## src/logCfgPkg.sv

```systemverilog
////////////////////////////////////////////////////////////////////////////
// sizes shared by the trace unit; fifoDepth must equal 2**fifoPtrWidth
// counters are countWidth wide and saturate at all ones
////////////////////////////////////////////////////////////////////////////

package logCfgPkg;

  ////////////////////////////////////////////////////////////////////////////
  // record payload
  ////////////////////////////////////////////////////////////////////////////

  // address and pc bits kept per record, upper bits are dropped
  localparam int addrWidth = 24;

  ////////////////////////////////////////////////////////////////////////////
  // buffering
  ////////////////////////////////////////////////////////////////////////////

  // entries in the record buffer
  localparam int fifoDepth = 8;

  // pointer width, wraps naturally with a power-of-two depth
  localparam int fifoPtrWidth = 3;

  ////////////////////////////////////////////////////////////////////////////
  // statistics
  ////////////////////////////////////////////////////////////////////////////

  // drop, arbitration and miss counters
  localparam int countWidth = 8;

endpackage

```

## src/traceFmtPkg.sv

```systemverilog
////////////////////////////////////////////////////////////////////////////
// trace word layout; every record is one 32-bit word
// marker and access views share the kind field in the top two bits
////////////////////////////////////////////////////////////////////////////

package traceFmtPkg;
  import logCfgPkg::*;

  typedef enum logic [1:0] {
    kindMarker = 2'd0,
    kindICache = 2'd1,
    kindDCache = 2'd2,
    kindBranch = 2'd3
  } recKind;

  typedef enum logic [3:0] {
    mkTrain   = 4'h0,
    mkBegin   = 4'h1,
    mkEnd     = 4'h2,
    mkInval   = 4'h3,
    mkSummary = 4'h4
  } markerCode;

  typedef enum logic [1:0] {
    accRead   = 2'd0,
    accWrite  = 2'd1,
    accAtomic = 2'd2,
    accFlush  = 2'd3
  } accType;

  typedef enum logic [1:0] {
    outHit   = 2'd0,
    outMiss  = 2'd1,
    outEvict = 2'd2,
    outDirty = 2'd3
  } outcome;

  ////////////////////////////////////////////////////////////////////////////
  // input bundles from the core
  ////////////////////////////////////////////////////////////////////////////

  typedef struct packed {
    logic                 valid;
    logic                 cacheable;
    logic [addrWidth-1:0] addr;
    outcome               aOut;
  } iAccessT;

  typedef struct packed {
    logic                 valid;
    logic                 cacheable;
    logic [addrWidth-1:0] addr;
    accType               aType;
    outcome               aOut;
  } dAccessT;

  typedef struct packed {
    logic                 valid;
    logic [addrWidth-1:0] pc;
    logic                 taken;
  } branchT;

  ////////////////////////////////////////////////////////////////////////////
  // trace word views
  ////////////////////////////////////////////////////////////////////////////

  // branch records put taken in aOut[0]
  typedef struct packed {
    recKind               kind;
    logic [addrWidth-1:0] addr;
    accType               aType;
    outcome               aOut;
    logic [1:0]           spare;
  } accessViewT;

  typedef struct packed {
    recKind                kind;
    markerCode             code;
    logic [17:0]           pad;
    logic [countWidth-1:0] count;
  } markerViewT;

  typedef union packed {
    accessViewT acc;
    markerViewT mk;
  } traceRecord;

  function automatic traceRecord makeMarker(markerCode code, logic [countWidth-1:0] count);
    traceRecord w;
    w = '0;
    w.mk.kind  = kindMarker;
    w.mk.code  = code;
    w.mk.count = count;
    return w;
  endfunction

  function automatic traceRecord makeAccess(recKind kind, logic [addrWidth-1:0] addr,
                                            accType aType, outcome aOut);
    traceRecord w;
    w = '0;
    w.acc.kind  = kind;
    w.acc.addr  = addr;
    w.acc.aType = aType;
    w.acc.aOut  = aOut;
    return w;
  endfunction

endpackage

```

## src/eventCapture.sv

```systemverilog
////////////////////////////////////////////////////////////////////////////
// one record per cycle; lower priority candidates are counted, not queued
// marker inputs are levels, only their rising edges produce records
////////////////////////////////////////////////////////////////////////////

module eventCapture import logCfgPkg::*, traceFmtPkg::*; (
  input  logic                  clk,
  input  logic                  resetEdge,
  input  iAccessT               iAcc,
  input  dAccessT               dAcc,
  input  branchT                br,
  input  logic                  sampleStart,
  input  logic                  flushStart,
  input  logic                  flushDone,
  input  logic                  iInval,
  output traceRecord            recOut,
  output logic                  recValid,
  output logic [countWidth-1:0] arbLost
);

  logic resetD;
  logic sampleD;
  logic endD;
  logic invalD;
  logic endTerm;

  logic trainC;
  logic beginC;
  logic endC;
  logic invalC;
  logic dCacheC;
  logic iCacheC;
  logic branchC;
  logic anyCand;

  logic [2:0]            numCand;
  logic [2:0]            lostNow;
  logic [countWidth:0]   lostSum;
  traceRecord            nextRec;

  ////////////////////////////////////////////////////////////////////////////
  // edge detection
  ////////////////////////////////////////////////////////////////////////////

  // reset level one cycle back, high only in the TRAIN cycle while reset is low
  always_ff @(posedge clk) begin
    resetD <= resetEdge;
  end

  always_ff @(posedge clk) begin
    if (resetEdge) begin
      sampleD <= 1'b0;
      endD    <= 1'b0;
      invalD  <= 1'b0;
    end else begin
      sampleD <= sampleStart;
      endD    <= endTerm;
      invalD  <= iInval;
    end
  end

  // end of run is a flush that has started and not finished
  assign endTerm = flushStart & ~flushDone;

  assign trainC  = resetD & ~resetEdge;
  assign beginC  = sampleStart & ~sampleD;
  assign endC    = endTerm & ~endD;
  assign invalC  = iInval & ~invalD;

  // flushes are logged even for non-cacheable regions
  assign dCacheC = dAcc.valid & (dAcc.cacheable | (dAcc.aType == accFlush));
  assign iCacheC = iAcc.valid & iAcc.cacheable;
  assign branchC = br.valid;

  assign anyCand = trainC | endC | beginC | invalC | dCacheC | iCacheC | branchC;

  ////////////////////////////////////////////////////////////////////////////
  // fixed priority pick
  ////////////////////////////////////////////////////////////////////////////

  always_comb begin
    nextRec = '0;
    if (trainC) begin
      nextRec = makeMarker(mkTrain, '0);
    end else if (endC) begin
      nextRec = makeMarker(mkEnd, '0);
    end else if (beginC) begin
      nextRec = makeMarker(mkBegin, '0);
    end else if (invalC) begin
      nextRec = makeMarker(mkInval, '0);
    end else if (dCacheC) begin
      nextRec = makeAccess(kindDCache, dAcc.addr, dAcc.aType, dAcc.aOut);
    end else if (iCacheC) begin
      nextRec = makeAccess(kindICache, iAcc.addr, accRead, iAcc.aOut);
    end else if (branchC) begin
      nextRec = makeAccess(kindBranch, br.pc, accRead, outcome'({1'b0, br.taken}));
    end
  end

  // every candidate beyond the winner is a loss
  assign numCand = 3'(trainC) + 3'(endC) + 3'(beginC) + 3'(invalC) +
                   3'(dCacheC) + 3'(iCacheC) + 3'(branchC);
  assign lostNow = anyCand ? numCand - 3'd1 : 3'd0;
  assign lostSum = {1'b0, arbLost} + (countWidth + 1)'(lostNow);

  always_ff @(posedge clk) begin
    if (resetEdge) begin
      recValid <= 1'b0;
      arbLost  <= '0;
    end else begin
      recValid <= anyCand;
      // saturate rather than wrap
      if (lostSum[countWidth]) begin
        arbLost <= '1;
      end else begin
        arbLost <= lostSum[countWidth-1:0];
      end
    end
  end

  always_ff @(posedge clk) begin
    recOut <= nextRec;
  end

endmodule

```

## src/traceFifo.sv

```systemverilog
////////////////////////////////////////////////////////////////////////////
// no backpressure; a write to a full buffer is lost and counted
// rdData shows the oldest entry and is only meaningful while not empty
////////////////////////////////////////////////////////////////////////////

module traceFifo import logCfgPkg::*, traceFmtPkg::*; (
  input  logic                  clk,
  input  logic                  resetEdge,
  input  traceRecord            wrData,
  input  logic                  wrEn,
  input  logic                  pop,
  output traceRecord            rdData,
  output logic                  empty,
  output logic [countWidth-1:0] overflowCnt
);

  traceRecord              mem [fifoDepth];
  logic [fifoPtrWidth-1:0] wrPtr;
  logic [fifoPtrWidth-1:0] rdPtr;
  logic [fifoPtrWidth:0]   occ;
  logic                    full;
  logic                    doWrite;
  logic                    doRead;

  assign full    = (occ == (fifoPtrWidth + 1)'(fifoDepth));
  assign empty   = (occ == '0);
  assign doWrite = wrEn & ~full;
  assign doRead  = pop & ~empty;
  assign rdData  = mem[rdPtr];

  always_ff @(posedge clk) begin
    if (doWrite) begin
      mem[wrPtr] <= wrData;
    end
  end

  always_ff @(posedge clk) begin
    if (resetEdge) begin
      wrPtr       <= '0;
      rdPtr       <= '0;
      occ         <= '0;
      overflowCnt <= '0;
    end else begin
      if (doWrite) begin
        wrPtr <= wrPtr + 1'b1;
      end
      if (doRead) begin
        rdPtr <= rdPtr + 1'b1;
      end
      // occupancy only moves when exactly one side is active
      if (doWrite && !doRead) begin
        occ <= occ + 1'b1;
      end else if (doRead && !doWrite) begin
        occ <= occ - 1'b1;
      end
      if (wrEn && full && (overflowCnt != '1)) begin
        overflowCnt <= overflowCnt + 1'b1;
      end
    end
  end

endmodule

```

## src/traceEmitter.sv

```systemverilog
////////////////////////////////////////////////////////////////////////////
// pops while holdOff is low; a summary word always follows an emitted END
// miss count covers cache records emitted between BEGIN and END only
////////////////////////////////////////////////////////////////////////////

module traceEmitter import logCfgPkg::*, traceFmtPkg::*; (
  input  logic       clk,
  input  logic       resetEdge,
  input  traceRecord rdData,
  input  logic       empty,
  input  logic       holdOff,
  output logic       pop,
  output traceRecord wordOut,
  output logic       wordValid
);

  logic                  sampling;
  logic [countWidth-1:0] missCnt;
  logic                  isMarker;
  logic                  beginOut;
  logic                  endOut;
  logic                  missOut;

  ////////////////////////////////////////////////////////////////////////////
  // decode of the word currently on the output
  ////////////////////////////////////////////////////////////////////////////

  assign isMarker = wordValid && (wordOut.mk.kind == kindMarker);
  assign beginOut = isMarker && (wordOut.mk.code == mkBegin);
  assign endOut   = isMarker && (wordOut.mk.code == mkEnd);

  // evictions and dirty evictions count as misses too
  assign missOut  = wordValid &&
                    ((wordOut.acc.kind == kindICache) || (wordOut.acc.kind == kindDCache)) &&
                    (wordOut.acc.aOut != outHit);

  // the summary slot takes the cycle after END, so no pop then
  assign pop = ~empty & ~holdOff & ~endOut;

  always_ff @(posedge clk) begin
    if (resetEdge) begin
      wordValid <= 1'b0;
      sampling  <= 1'b0;
      missCnt   <= '0;
    end else begin
      wordValid <= pop | endOut;
      if (endOut) begin
        sampling <= 1'b0;
        missCnt  <= '0;
      end else begin
        if (beginOut) begin
          sampling <= 1'b1;
        end
        if (sampling && missOut && (missCnt != '1)) begin
          missCnt <= missCnt + 1'b1;
        end
      end
    end
  end

  always_ff @(posedge clk) begin
    if (endOut) begin
      wordOut <= makeMarker(mkSummary, missCnt);
    end else if (pop) begin
      wordOut <= rdData;
    end
  end

endmodule

```

## src/traceLogger.sv

```systemverilog
////////////////////////////////////////////////////////////////////////////
// event trace unit beside the core, three cycles from event to wordValid
// records are dropped, never stalled, when the buffer overflows
////////////////////////////////////////////////////////////////////////////

module traceLogger import logCfgPkg::*, traceFmtPkg::*; (
  input  logic                  clk,
  input  logic                  resetEdge,
  input  iAccessT               iAcc,
  input  dAccessT               dAcc,
  input  branchT                br,
  input  logic                  sampleStart,
  input  logic                  flushStart,
  input  logic                  flushDone,
  input  logic                  iInval,
  input  logic                  holdOff,
  output traceRecord            wordOut,
  output logic                  wordValid,
  output logic [countWidth-1:0] arbLost,
  output logic [countWidth-1:0] overflowCnt
);

  traceRecord recOut;
  logic       recValid;
  traceRecord fifoData;
  logic       fifoEmpty;
  logic       pop;

  // producer
  eventCapture capture0 (
    .clk         (clk),
    .resetEdge   (resetEdge),
    .iAcc        (iAcc),
    .dAcc        (dAcc),
    .br          (br),
    .sampleStart (sampleStart),
    .flushStart  (flushStart),
    .flushDone   (flushDone),
    .iInval      (iInval),
    .recOut      (recOut),
    .recValid    (recValid),
    .arbLost     (arbLost)
  );

  traceFifo fifo0 (
    .clk         (clk),
    .resetEdge   (resetEdge),
    .wrData      (recOut),
    .wrEn        (recValid),
    .pop         (pop),
    .rdData      (fifoData),
    .empty       (fifoEmpty),
    .overflowCnt (overflowCnt)
  );

  // consumer
  traceEmitter emitter0 (
    .clk       (clk),
    .resetEdge (resetEdge),
    .rdData    (fifoData),
    .empty     (fifoEmpty),
    .holdOff   (holdOff),
    .pop       (pop),
    .wordOut   (wordOut),
    .wordValid (wordValid)
  );

endmodule

```

## config.mk

```make
export PLATFORM = sky130hd
export DESIGN_NAME = traceLogger
export DESIGN_NICKNAME = d
export VERILOG_FILES = /design/src/logCfgPkg.sv /design/src/traceFmtPkg.sv /design/src/eventCapture.sv /design/src/traceFifo.sv /design/src/traceEmitter.sv /design/src/traceLogger.sv
export SDC_FILE = /design/constraint.sdc
export NUM_CORES = 1
export LEC_CHECK = 0
export ABC_AREA = 1
export BUFFER_PORTS_ARGS = -buffer_cell sky130_fd_sc_hd__buf_4
export CORE_MARGIN = 2
export CORE_UTILIZATION = 25
export DETAILED_ROUTE_END_ITERATION = 7
export SYNTH_ARGS = -nofsm -noshare
export SYNTH_HDL_FRONTEND = slang
export SYNTH_HIERARCHICAL = 1
export SYNTH_SLANG_ARGS = --single-unit
```

## constraint.sdc

```tcl
create_clock -name clk -period 5.4 [get_ports clk]
set_input_delay 1.08 -clock clk [delete_from_list [all_inputs] [get_ports clk]]
set_output_delay 1.08 -clock clk [all_outputs]
set_load 0.01 [all_outputs]
```

Word-level counts from Yosys, hierarchy flattened
Memory sizes are Yosys's and may differ from the RTL's. A register that Yosys moved wholly into a read port is not among the register bits.
Index checks and enable logic that the tools add are counted.
{"block": "word_totals", "reg_bits": 105, "mem_bits_rw": 256, "input_bits": 91, "output_inout_bits": 49, "n_memories": 1}
{"block": "classes", "n_addsub": 14, "eq_ne": 8, "n_mux": 16, "bitwise": 28, "reduce_logical": 24}
{"name": "fifo0.mem", "depth": 8, "width": 32, "read_ports": 1, "rd_ports_with_merged_regs": 1, "wr": 1, "line": "traceFifo.sv:17", "rtl": "traceRecord mem [fifoDepth];"}
{"cell": "32-bit two-way mux", "count": 3}
{"cell": "28-bit two-way mux", "count": 3}
{"cell": "8-bit two-way mux", "count": 3}
{"cell": "8-bit by 1-bit adder with 8-bit output (second input constant)", "count": 2}
{"cell": "8-bit != test (second input constant)", "count": 2}
{"cell": "3-bit by 1-bit adder with 3-bit output", "count": 5}
{"cell": "1-bit bitwise AND", "count": 11}
{"cell": "1-bit logical AND", "count": 11}
{"cell": "8-bit by 3-bit adder with 9-bit output", "count": 1}
{"cell": "3-bit two-way mux", "count": 3}
{"cell": "1-bit NOT", "count": 9}
{"cell": "4-bit two-way mux", "count": 2}
{"cell": "1-bit bitwise OR", "count": 8}
{"cell": "3-bit by 1-bit adder with 3-bit output (second input constant)", "count": 2}
{"cell": "2-bit nonzero test", "count": 3}
{"cell": "6-bit OR reduction", "count": 1}
{"cell": "5-bit OR reduction", "count": 1}
{"cell": "4-bit by 1-bit adder with 4-bit output (second input constant)", "count": 1}
{"cell": "2-bit == test (second input constant)", "count": 2}
{"cell": "4-bit by 1-bit == test with 1-bit output (second input constant)", "count": 1}
{"cell": "4-bit by 2-bit == test with 1-bit output (second input constant)", "count": 1}
{"cell": "4-bit == test (second input constant)", "count": 1}
{"cell": "4-bit zero test", "count": 1}
{"cell": "2-bit OR reduction", "count": 2}
{"cell": "other kinds (9)", "count": 11}

Depth between registers and ports, before layout
Gate-level depths: netlist of the first run.
{"block": "logic_depth", "word_depth": 13, "ltp_mapped": 20, "ltp_nobuf": 19}

Modules after synthesis
Netlist of the first run, hierarchy kept.
{"mod": "traceFifo", "n_inst": 1, "cells_each": 887, "area_per_inst_um2": 11016.8, "seq_area_each_um2": 8107.8}
{"mod": "eventCapture", "n_inst": 1, "cells_each": 273, "area_per_inst_um2": 2283.4, "seq_area_each_um2": 860.8}
{"mod": "traceEmitter", "n_inst": 1, "cells_each": 218, "area_per_inst_um2": 1776.7, "seq_area_each_um2": 920.9}

Worst setup path before layout of the first run
Ideal clock, no wire load.
{"block": "synth_timing", "path_type": "input-to-reg", "startpoint": "in sampleStart", "endpoint": "reg capture0.arbLost[3]", "arrival_ps": 4364, "required_time_ps": 5291, "slack_ps": 927, "path_stages": 18, "path_buffers": 0, "cell_sequence": "inv_1 or2_4 ha_1 fa_1 fa_1 inv_1 ha_1 fa_1 xor2_1 nand2_1 inv_1 ha_1 a21oi_1 nor2_1 nand3b_1 nand3_1 nand2_1 inv_1"}
{"block": "synth_via", "elab_chain_cells": 10, "word_cells_on_any_way": 15, "classes_between": "add/sub (7); mux (2); bitwise (6)"}
{"element": "start: declaration", "line": "traceLogger.sv:12", "rtl": "input logic sampleStart,"}
{"element": "1-bit bitwise AND (*)", "line": "eventCapture.sv:66", "rtl": "assign beginC = sampleStart & ~sampleD;"}
{"element": "3-bit by 1-bit adder with 3-bit output (3 in a row)", "line": "eventCapture.sv:101", "rtl": "assign numCand = 3'(trainC) + 3'(endC) + 3'(beginC) + 3'(invalC) +"}
{"element": "3-bit by 1-bit adder with 3-bit output (2 in a row)", "line": "eventCapture.sv:102", "rtl": "3'(dCacheC) + 3'(iCacheC) + 3'(branchC);"}
{"element": "3-bit by 1-bit subtractor with 3-bit output", "line": "eventCapture.sv:103", "rtl": "assign lostNow = anyCand ? numCand - 3'd1 : 3'd0;"}
{"element": "3-bit two-way mux (*)", "line": "eventCapture.sv:103"}
{"element": "8-bit by 3-bit adder with 9-bit output (*)", "line": "eventCapture.sv:104", "rtl": "assign lostSum = {1'b0, arbLost} + (countWidth + 1)'(lostNow);"}
{"element": "8-bit two-way mux (*)", "line": "eventCapture.sv:113", "rtl": "if (lostSum[countWidth]) begin"}
{"element": "end signal: assignment", "line": "eventCapture.sv:116", "rtl": "arbLost <= lostSum[countWidth-1:0];"}
{"element": "end: declaration", "line": "eventCapture.sv:18", "rtl": "output logic [countWidth-1:0] arbLost"}
Every way passes the cells marked *; elsewhere a longest branch is shown, timed or not.
A chain may end at the register's enable or synchronous reset.

Worst setup path in the final report of the first run
{"block": "layout_timing", "startpoint": "in sampleStart", "endpoint": "reg capture0.arbLost[5]"}
The elaborated chain is that of the path after synthesis.

==> impl_metrics.tcl, run 1 <==
set metrics [dict create \
    outcome "complete, no violations" \
    syn_inst 1378 \
    synth_area_per_cell_um2 10.94 \
    avgViaCountPerCell 4.475 \
    slew_viol_final 0 \
    critPathKind "in2reg" \
    fmax_ghz 0.2294 \
    skew_ps 15.78 \
    power_frac_seq 0.443 \
    cts_resized 0 \
    path_cells "buf_4, inv_1, or2_4, ha_1, fa_1, fa_1, inv_1, ha_1, fa_1, xor2_1, nand2_1, inv_1, ha_1, a21oi_1, nor2_1, nand3b_1, nand3_1, nand2_1, inv_1" \
    maxCapViolations 0 \
    n_antenna_cell 0 \
    synth_fa_ha_area_frac 0.01826 \
    crit_fanout 6 \
    slowest_stage "fa_1" \
    power_density_nw_per_um2 438.0 \
    p_leak_nw 6.752 \
    setup_viol 0 \
    die_w_um 249.6 \
    initial_core_util 0.2512 \
    yosys-mux-area-fraction 0 \
    grt_pass1_vias 10100 \
    synth-simple-area-share 0.1473 \
    grt_pass1_wl_um 57650 \
    track_usage 0.1182 \
    peakVddDrop_uv 240.5 \
    critical_path.max_stage_delay_ps 510 \
    gp_congestion 0.7844 \
    core_area_um2 60020 \
    synth-compound-area-share 0.1207 \
    period_minus_slack_ps 4360 \
    ys_warn_count 6 \
    cp_top_family "adder cells" \
    swShare 0.3089 \
    wl_per_cell_um 16.27 \
    synth_top_family_by_area "simple AND/OR/NAND/NOR gates" \
    hp-class "reg2reg" \
    rr_worst_depth 17 \
    regToRegSetupSlack_ps 1390 \
    die_height_um 249.6 \
    end_kind "flip-flop" \
    hold_ws_ps 454.7 \
    p_clk_frac 0.323 \
    wirelength_um 37650 \
    dp_hpwl_um 23130 \
    worstHoldEndpoint "emitter0/wordOut[25]" \
    fillCellCount 6112 \
    drive_gt1_frac 0.1965 \
    die-area_um2 62290 \
    post-route-period-util 0.8074 \
    synth_cell_types 41 \
    ant_nets 0 \
    clock_sinks 362 \
    synth_xor_area_frac 0.005809 \
    combPwrFrac 0.233 \
    first_iter_violations 629 \
    clk_latency_ps 530 \
    startpoint_type "primary input" \
    drt-pass1-iter-count 5 \
    intPower_mw 5.451 \
    nets 1613 \
    seq_area_frac_synth 0.6559 \
    totalNegativeSetupSlack_ps 0 \
    slew_headroom 0.2669 \
    grt_max_degree 93 \
    fin_cells 2314 \
    cts_buffers 37 \
    dr_total_vias 10360 \
    p_total_mw 7.888 \
    overflow 0 \
    r2r_end "capture0/arbLost[5]" \
    cts_max_path_buffers 3 \
    num_rows 90 \
    clk_pin_slew_ps 60 \
    rr_startpoint "capture0/sampleD" \
    worstPathArrival_ps 4780 \
    cts_tree "done" \
    cts-root-buf "clkbuf_16" \
    syn_to_final_growth_pct 19.45 \
    h-tree-depth 2 \
    place_inst 2246 \
    synth-seq-cells 362 \
    tightest_slew_ps 1099 \
    hp-start "emitter0/wordOut[25]" \
    numPortBuffers 139 \
    rsz0062_at_grt "no" \
    ios 140 \
    cts_setup_buffers 0 \
    cp.buffers_inverters 5 \
    cp.required_ps 5820 \
    cts_hold_buf 0 \
    crit_top_cell "inv_1" \
    grt_antenna_before_repair 1 \
    remaining_drc_errors 0 \
    syn_area_um2 15080 \
    switchingPower_mw 2.437 \
    hold_violations 0 \
    hold_depth 2 \
]
[cell usage after synthesis]
master | count | area [um^2]
o21ai_0 | 86 | 430.4
nor3_1 | 4 | 20.02
nor2_4 | 3 | 33.78
o21ai_2 | 26 | 227.7
nand4_2 | 1 | 12.51
a21oi_2 | 20 | 175.2
fa_1 | 5 | 100.1
inv_1 | 65 | 244.0
nand2_2 | 3 | 18.77
o21ai_1 | 59 | 295.3
clkinv_1 | 1 | 3.750
ha_1 | 14 | 175.2
nor2_2 | 3 | 18.77
buf_2 | 11 | 55.05
inv_2 | 5 | 18.77
edfxtp_1 | 264 | 7928
o22ai_1 | 64 | 400.4
xor2_1 | 10 | 87.58
nor3b_1 | 1 | 7.510
nand2_4 | 3 | 33.78
nand3_1 | 55 | 275.3
a21oi_1 | 58 | 290.3
nand3b_1 | 3 | 22.52
nor2_1 | 176 | 660.6
or2_4 | 2 | 17.52
clkbuf_2 | 3 | 15.01
dfxtp_1 | 98 | 1962
or2_2 | 2 | 12.51
buf_12 | 2 | 40.04
nand3_2 | 1 | 10.01
nand3b_2 | 1 | 11.26
nand2_1 | 260 | 975.9
nand2b_1 | 1 | 6.260
nor2_8 | 2 | 40.04
conb_1 | 1 | 3.750
buf_4 | 11 | 82.58
clkbuf_1 | 25 | 93.84
buf_1 | 2 | 7.510
nand4_1 | 7 | 43.79
inv_4 | 1 | 6.260
buf_6 | 19 | 214.0
[logic make-up (layout without fill, tap and decap cells)]
logic type | after synthesis | after routing
buffers and inverters | 145 | 298
other | 1 | 2
AO/OA/AOI/OAI | 313 | 313
adder cells (fa/ha/maj) | 19 | 19
AND/OR/NAND/NOR | 528 | 528
XOR/XNOR | 10 | 10
flip-flops | 362 | 362
[power groups by stage]
stage          Clock (mW)  Combinational, mW  Sequential (mW)
2_1_floorplan           0               1.24             3.53
3_3_place_gp            0               1.84             3.55
3_5_place_dp            0               1.87             3.56
4_1_cts              2.62               1.87             3.50
5_1_grt              2.72               2.07             3.54
6_report             2.55               1.84             3.50
[worst min-delay path, cell delays in order (launching register included)]
cell	delay, ps
dfxtp_1	310
nand2_1	60
nand2_1	40
[through the flow]
stage | instance area (um^2) | setup slack (ps) | utilization
2_1_floorplan | 15080 | 926.8 | -
3_3_place_gp | 16780 | 646.3 | 0.2795
3_5_place_dp | 16780 | 512.8 | 0.2795
4_1_cts | 18010 | 1068 | 0.3001
5_1_grt | 18010 | 829.8 | 0.3001
6_report | 18010 | 1040 | 0.3001
[layout by cell type, fill, tap and decap left out, drive strengths merged]
master,instances
nand2b,1
nand3b,4
bufinv,1
nand4,8
nand2,266
nand3,56
or2,4
nor3,4
fa,5
clkinvlp,3
conb,2
dfxtp,98
nor3b,1
nor2,184
ha,14
xor2,10
edfxtp,264
a21oi,78
o21ai,171
o22ai,64
clkinv,10
clkbuf,53
buf,158
inv,73
[cell type report]
type / count / area, um^2 / share of cell area
clock buffer: 53 / 1110 / 0.06162
clock inverter: 15 / 123.9 / 0.006878
inverter: 72 / 274.0 / 0.01521
multi-input combinational: 872 / 4431 / 0.2460
sequential: 362 / 9894 / 0.5494
tap: 782 / 978.4 / 0.05433
timing repair buffer: 158 / 1199 / 0.06656
[how the worst max path moves through the flow]
stage                startpoint                   to  depth (start not counted)
finish              sampleStart  capture0/arbLost[5]                         19
global route        sampleStart  capture0/arbLost[5]                         19
CTS                 sampleStart  capture0/arbLost[5]                         19
detailed placement  sampleStart  capture0/arbLost[5]                         19
global placement    sampleStart  capture0/arbLost[3]                         19
floorplan           sampleStart  capture0/arbLost[3]                         18
[metal layers]
metal / global-route usage / wire [um] / vias to the layer above
li1: - / - / 5042
met1: 0.1531 / 16960 / 4981
met2: 0.2014 / 18010 / 277
met3: 0.02013 / 1826 / 55
met4: 0.03666 / 846 / 0
met5: 0 / 0 / -
[state kept, by name (all words and copies together), names as in the netlist, named ones only]
name,flops
capture0/recValid,1
fifo0/overflowCnt,8
capture0/resetD,1
emitter0/wordOut,32
capture0/arbLost,8
emitter0/wordValid,1
capture0/endD,1
fifo0/wrPtr,3
fifo0/occ,4
emitter0/missCnt,8
capture0/invalD,1
emitter0/sampling,1
fifo0/mem,256
capture0/sampleD,1
fifo0/rdPtr,3
capture0/recOut,30
No activity file was read; power rests on OpenSTA's default activity.
==> run 2: changes to the inputs <==
--- a/config.mk
+++ b/config.mk
@@ -5,7 +5,7 @@
 export SDC_FILE = /design/constraint.sdc
 export NUM_CORES = 1
 export LEC_CHECK = 0
-export ABC_AREA = 1
+export ABC_AREA = 0
 export BUFFER_PORTS_ARGS = -buffer_cell sky130_fd_sc_hd__buf_4
 export CORE_MARGIN = 2
 export CORE_UTILIZATION = 25
==> constraint.sdc (replaced) <==
create_clock -name clk -period 3.6 [get_ports clk]
set_input_delay 0.72 -clock clk [delete_from_list [all_inputs] [get_ports clk]]
set_output_delay 0.72 -clock clk [all_outputs]
set_load 0.01 [all_outputs]
==> impl_metrics.tcl, run 2 <==
set metrics [dict create \
    clock_sinks 362 \
    slew_headroom 0.4577 \
    grt_antenna_before_repair 0 \
    intPower_mw 8.473 \
    drive_gt1_frac 0.3703 \
    power_frac_seq 0.453 \
    outcome "complete, no violations" \
    ys_async_sr_fraction 0 \
    hold_violations 0 \
    period_minus_slack_ps 3575 \
    end_kind "flip-flop" \
    grt_pass1_wl_um 51940 \
    avgViaCountPerCell 4.443 \
    synth_top_area_share 0.5427 \
    grt_pass1_vias 8714 \
    maxCapViolations 0 \
    die_w_um 245.7 \
    nets 1199 \
    crit_fanout 3 \
    final_util 0.3140 \
    cts_hold_buf 0 \
    grt_util_met2 0.1809 \
    track_usage 0.1130 \
    core_area_um2 57700 \
    top_register "fifo0/mem" \
    initial_core_util 0.2532 \
    drt-pass1-iter-count 5 \
    seq_area_frac_synth 0.6771 \
    final_cell_mix "edfxtp_1, buf_4, dfxtp_1" \
    ant_nets 0 \
    grtUsageMet1 0.1544 \
    ios 140 \
    cts_max_path_buffers 3 \
    setup_viol 0 \
    power_density_nw_per_um2 641.2 \
    cts-root-buf "clkbuf_16" \
    cp.required_ps 3990 \
    combPwrFrac 0.215 \
    startpoint_type "flip-flop" \
    grt_busiest_layer "met2" \
    overflow 0 \
    reg.largest.list "fifo0/mem (256), emitter0/wordOut (32), capture0/recOut (30)" \
    crit_start "capture0/sampleD" \
    remaining_drc_errors 0 \
    syn_area_um2 14610 \
    layout_commonest_cell "edfxtp_1" \
    n_antenna_cell 0 \
    hp-class "in2reg" \
    clk_pin_slew_ps 60 \
    p_clk_frac 0.332 \
    cts_buffers 39 \
    yosysMostFrequentCell "edfxtp_1" \
    dp_hpwl_um 20820 \
    critPathKind "reg2reg" \
    dpl_worst_slack_ps -657.1 \
    rr_startpoint "capture0/sampleD" \
    first_iter_violations 659 \
    syn_to_final_growth_pct 24.03 \
    fmax_ghz 0.2797 \
    synth-edff-count 264 \
    regToRegSetupSlack_ps 30 \
    synth_cell_types 64 \
    skew_ps 19.32 \
    synthTopCellsByCount "edfxtp_1, dfxtp_1, mux4_2" \
    die-area_um2 60380 \
    cts_tree "done" \
    synthFlopType "edfxtp_1" \
    rsz0062_at_grt "yes" \
    gp_congestion 0.7708 \
    die_height_um 245.7 \
    worstPathArrival_ps 3960 \
    peakVddDrop_uv 326.5 \
    h-tree-depth 2 \
    wirelength_um 34200 \
    met3_usage 0.02237 \
    switchingPower_mw 3.143 \
    p_leak_nw 6.294 \
    grt_max_degree 54 \
    synth_area_per_cell_um2 15.89 \
    ys_warn_count 6 \
    yosysTopAreaCell "edfxtp_1" \
    slew_viol_final 0 \
    post-route-period-util 0.9930 \
    swShare 0.2706 \
    largest_reg_flops 256 \
    rr_worst_depth 14 \
    dr_total_vias 8367 \
    crit_end "capture0/arbLost[5]" \
    wl_per_cell_um 18.16 \
    clk_latency_ps 520 \
    yosys-top-cells-area "edfxtp_1, dfxtp_1, mux4_2, mux2_2, a21oi_1" \
    num_rows 88 \
    hold_ws_ps 363.1 \
    final.setup.worst_slack_ps 25.17 \
    synth-seq-cells 362 \
    syn_inst 919 \
    tightest_slew_ps 813.4 \
    numPortBuffers 139 \
    r2r_end "capture0/arbLost[5]" \
]
==> run 2: changes by cell type after synthesis, moves of 43 or more <==
cell / change
nor2_1: -114
o22ai_1: -63
inv_1: -43
o21ai_0: -78
nand2_1: -202
mux4_2: +64
o21ai_1: -57
==> run 2: stage by stage <==
| step | total power, mW | cell area, um^2 | setup TNS (ps) | instances |
|---|---|---|---|---|
| detailed placement | 7.817 | 16760 | -4944 | 1809 |
| finish | 11.62 | 18120 | 0 | 1883 |
| global route | 12.20 | 18120 | -632.8 | 1883 |
| CTS | 11.71 | 18030 | -2.623 | 1881 |
| global placement | 7.781 | 16760 | -4154 | 1809 |
| floorplan | 6.824 | 14680 | -3174 | 920 |
==> run 2: worst min path at each step <==
stage,cells past startpoint,endpoint,slack (ps),from
global placement,2,emitter0/wordOut[21],450,emitter0/wordOut[21]
CTS,2,capture0/endD,340,flushDone
global route,2,capture0/endD,350,flushDone
floorplan,2,emitter0/missCnt[4],470,emitter0/missCnt[4]
finish,2,capture0/endD,360,flushDone
detailed placement,2,emitter0/wordOut[18],450,emitter0/wordOut[18]
==> run 2: layout make-up <==
cell class	count	area, um^2
Inverter	24	95.09
Clock inverter	17	130.1
Clock buffer	53	1111
Sequential cell	362	9896
Tap cell	765	957.2
Timing Repair Buffer	178	1361
Fill cell	5680	39580
Multi-Input combinational cell	484	4566
==> run 2: per-layer routing <==
layer | part of all wire | wire (um)
met3 | 0.056 | 1908
met4 | 0.023 | 773
met5 | 0 | 0
met1 | 0.46 | 15720
met2 | 0.46 | 15800
==> run 2: critical path: stages, from the launching register on <==
cell	delay, ps
dfxtp_1	310
nor2b_2	140
inv_2	70
ha_4	260
fa_1	420
fa_1	510
inv_2	50
ha_4	150
fa_2	550
and2_4	150
ha_4	190
a211oi_4	310
nor3b_2	90
xnor2_1	160
a21oi_1	80
==> run 2: logic make-up after synthesis <==
| group | share of synthesized area |
|---|---|
| buffers and inverters | 0.02407 |
| adders and majority gates | 0.01885 |
| muxes | 0.1358 |
| other | 0.0002567 |
| DFF | 0.6771 |
| and+or+nand+nor | 0.07966 |
| AOI/OAI and AO/OA | 0.05654 |
| xor gates and xnor gates | 0.007795 |
==> run 2: power groups by stage <==
stage / Combinational (mW) / Sequential [mW] / Clock (mW)
5_1_grt: 2.75 / 5.33 / 4.12
2_1_floorplan: 1.55 / 5.27 / 0
3_3_place_gp: 2.44 / 5.34 / 0
3_5_place_dp: 2.46 / 5.36 / 0
6_report: 2.49 / 5.26 / 3.86
4_1_cts: 2.48 / 5.27 / 3.96
==> run 2: what timing repair did <==
item / CTS / global route
endpoints found under the setup margin: 7 / 8
buffers inserted: 2 / 2
pin swaps: 4 / 7
resized for setup: 3 / 13
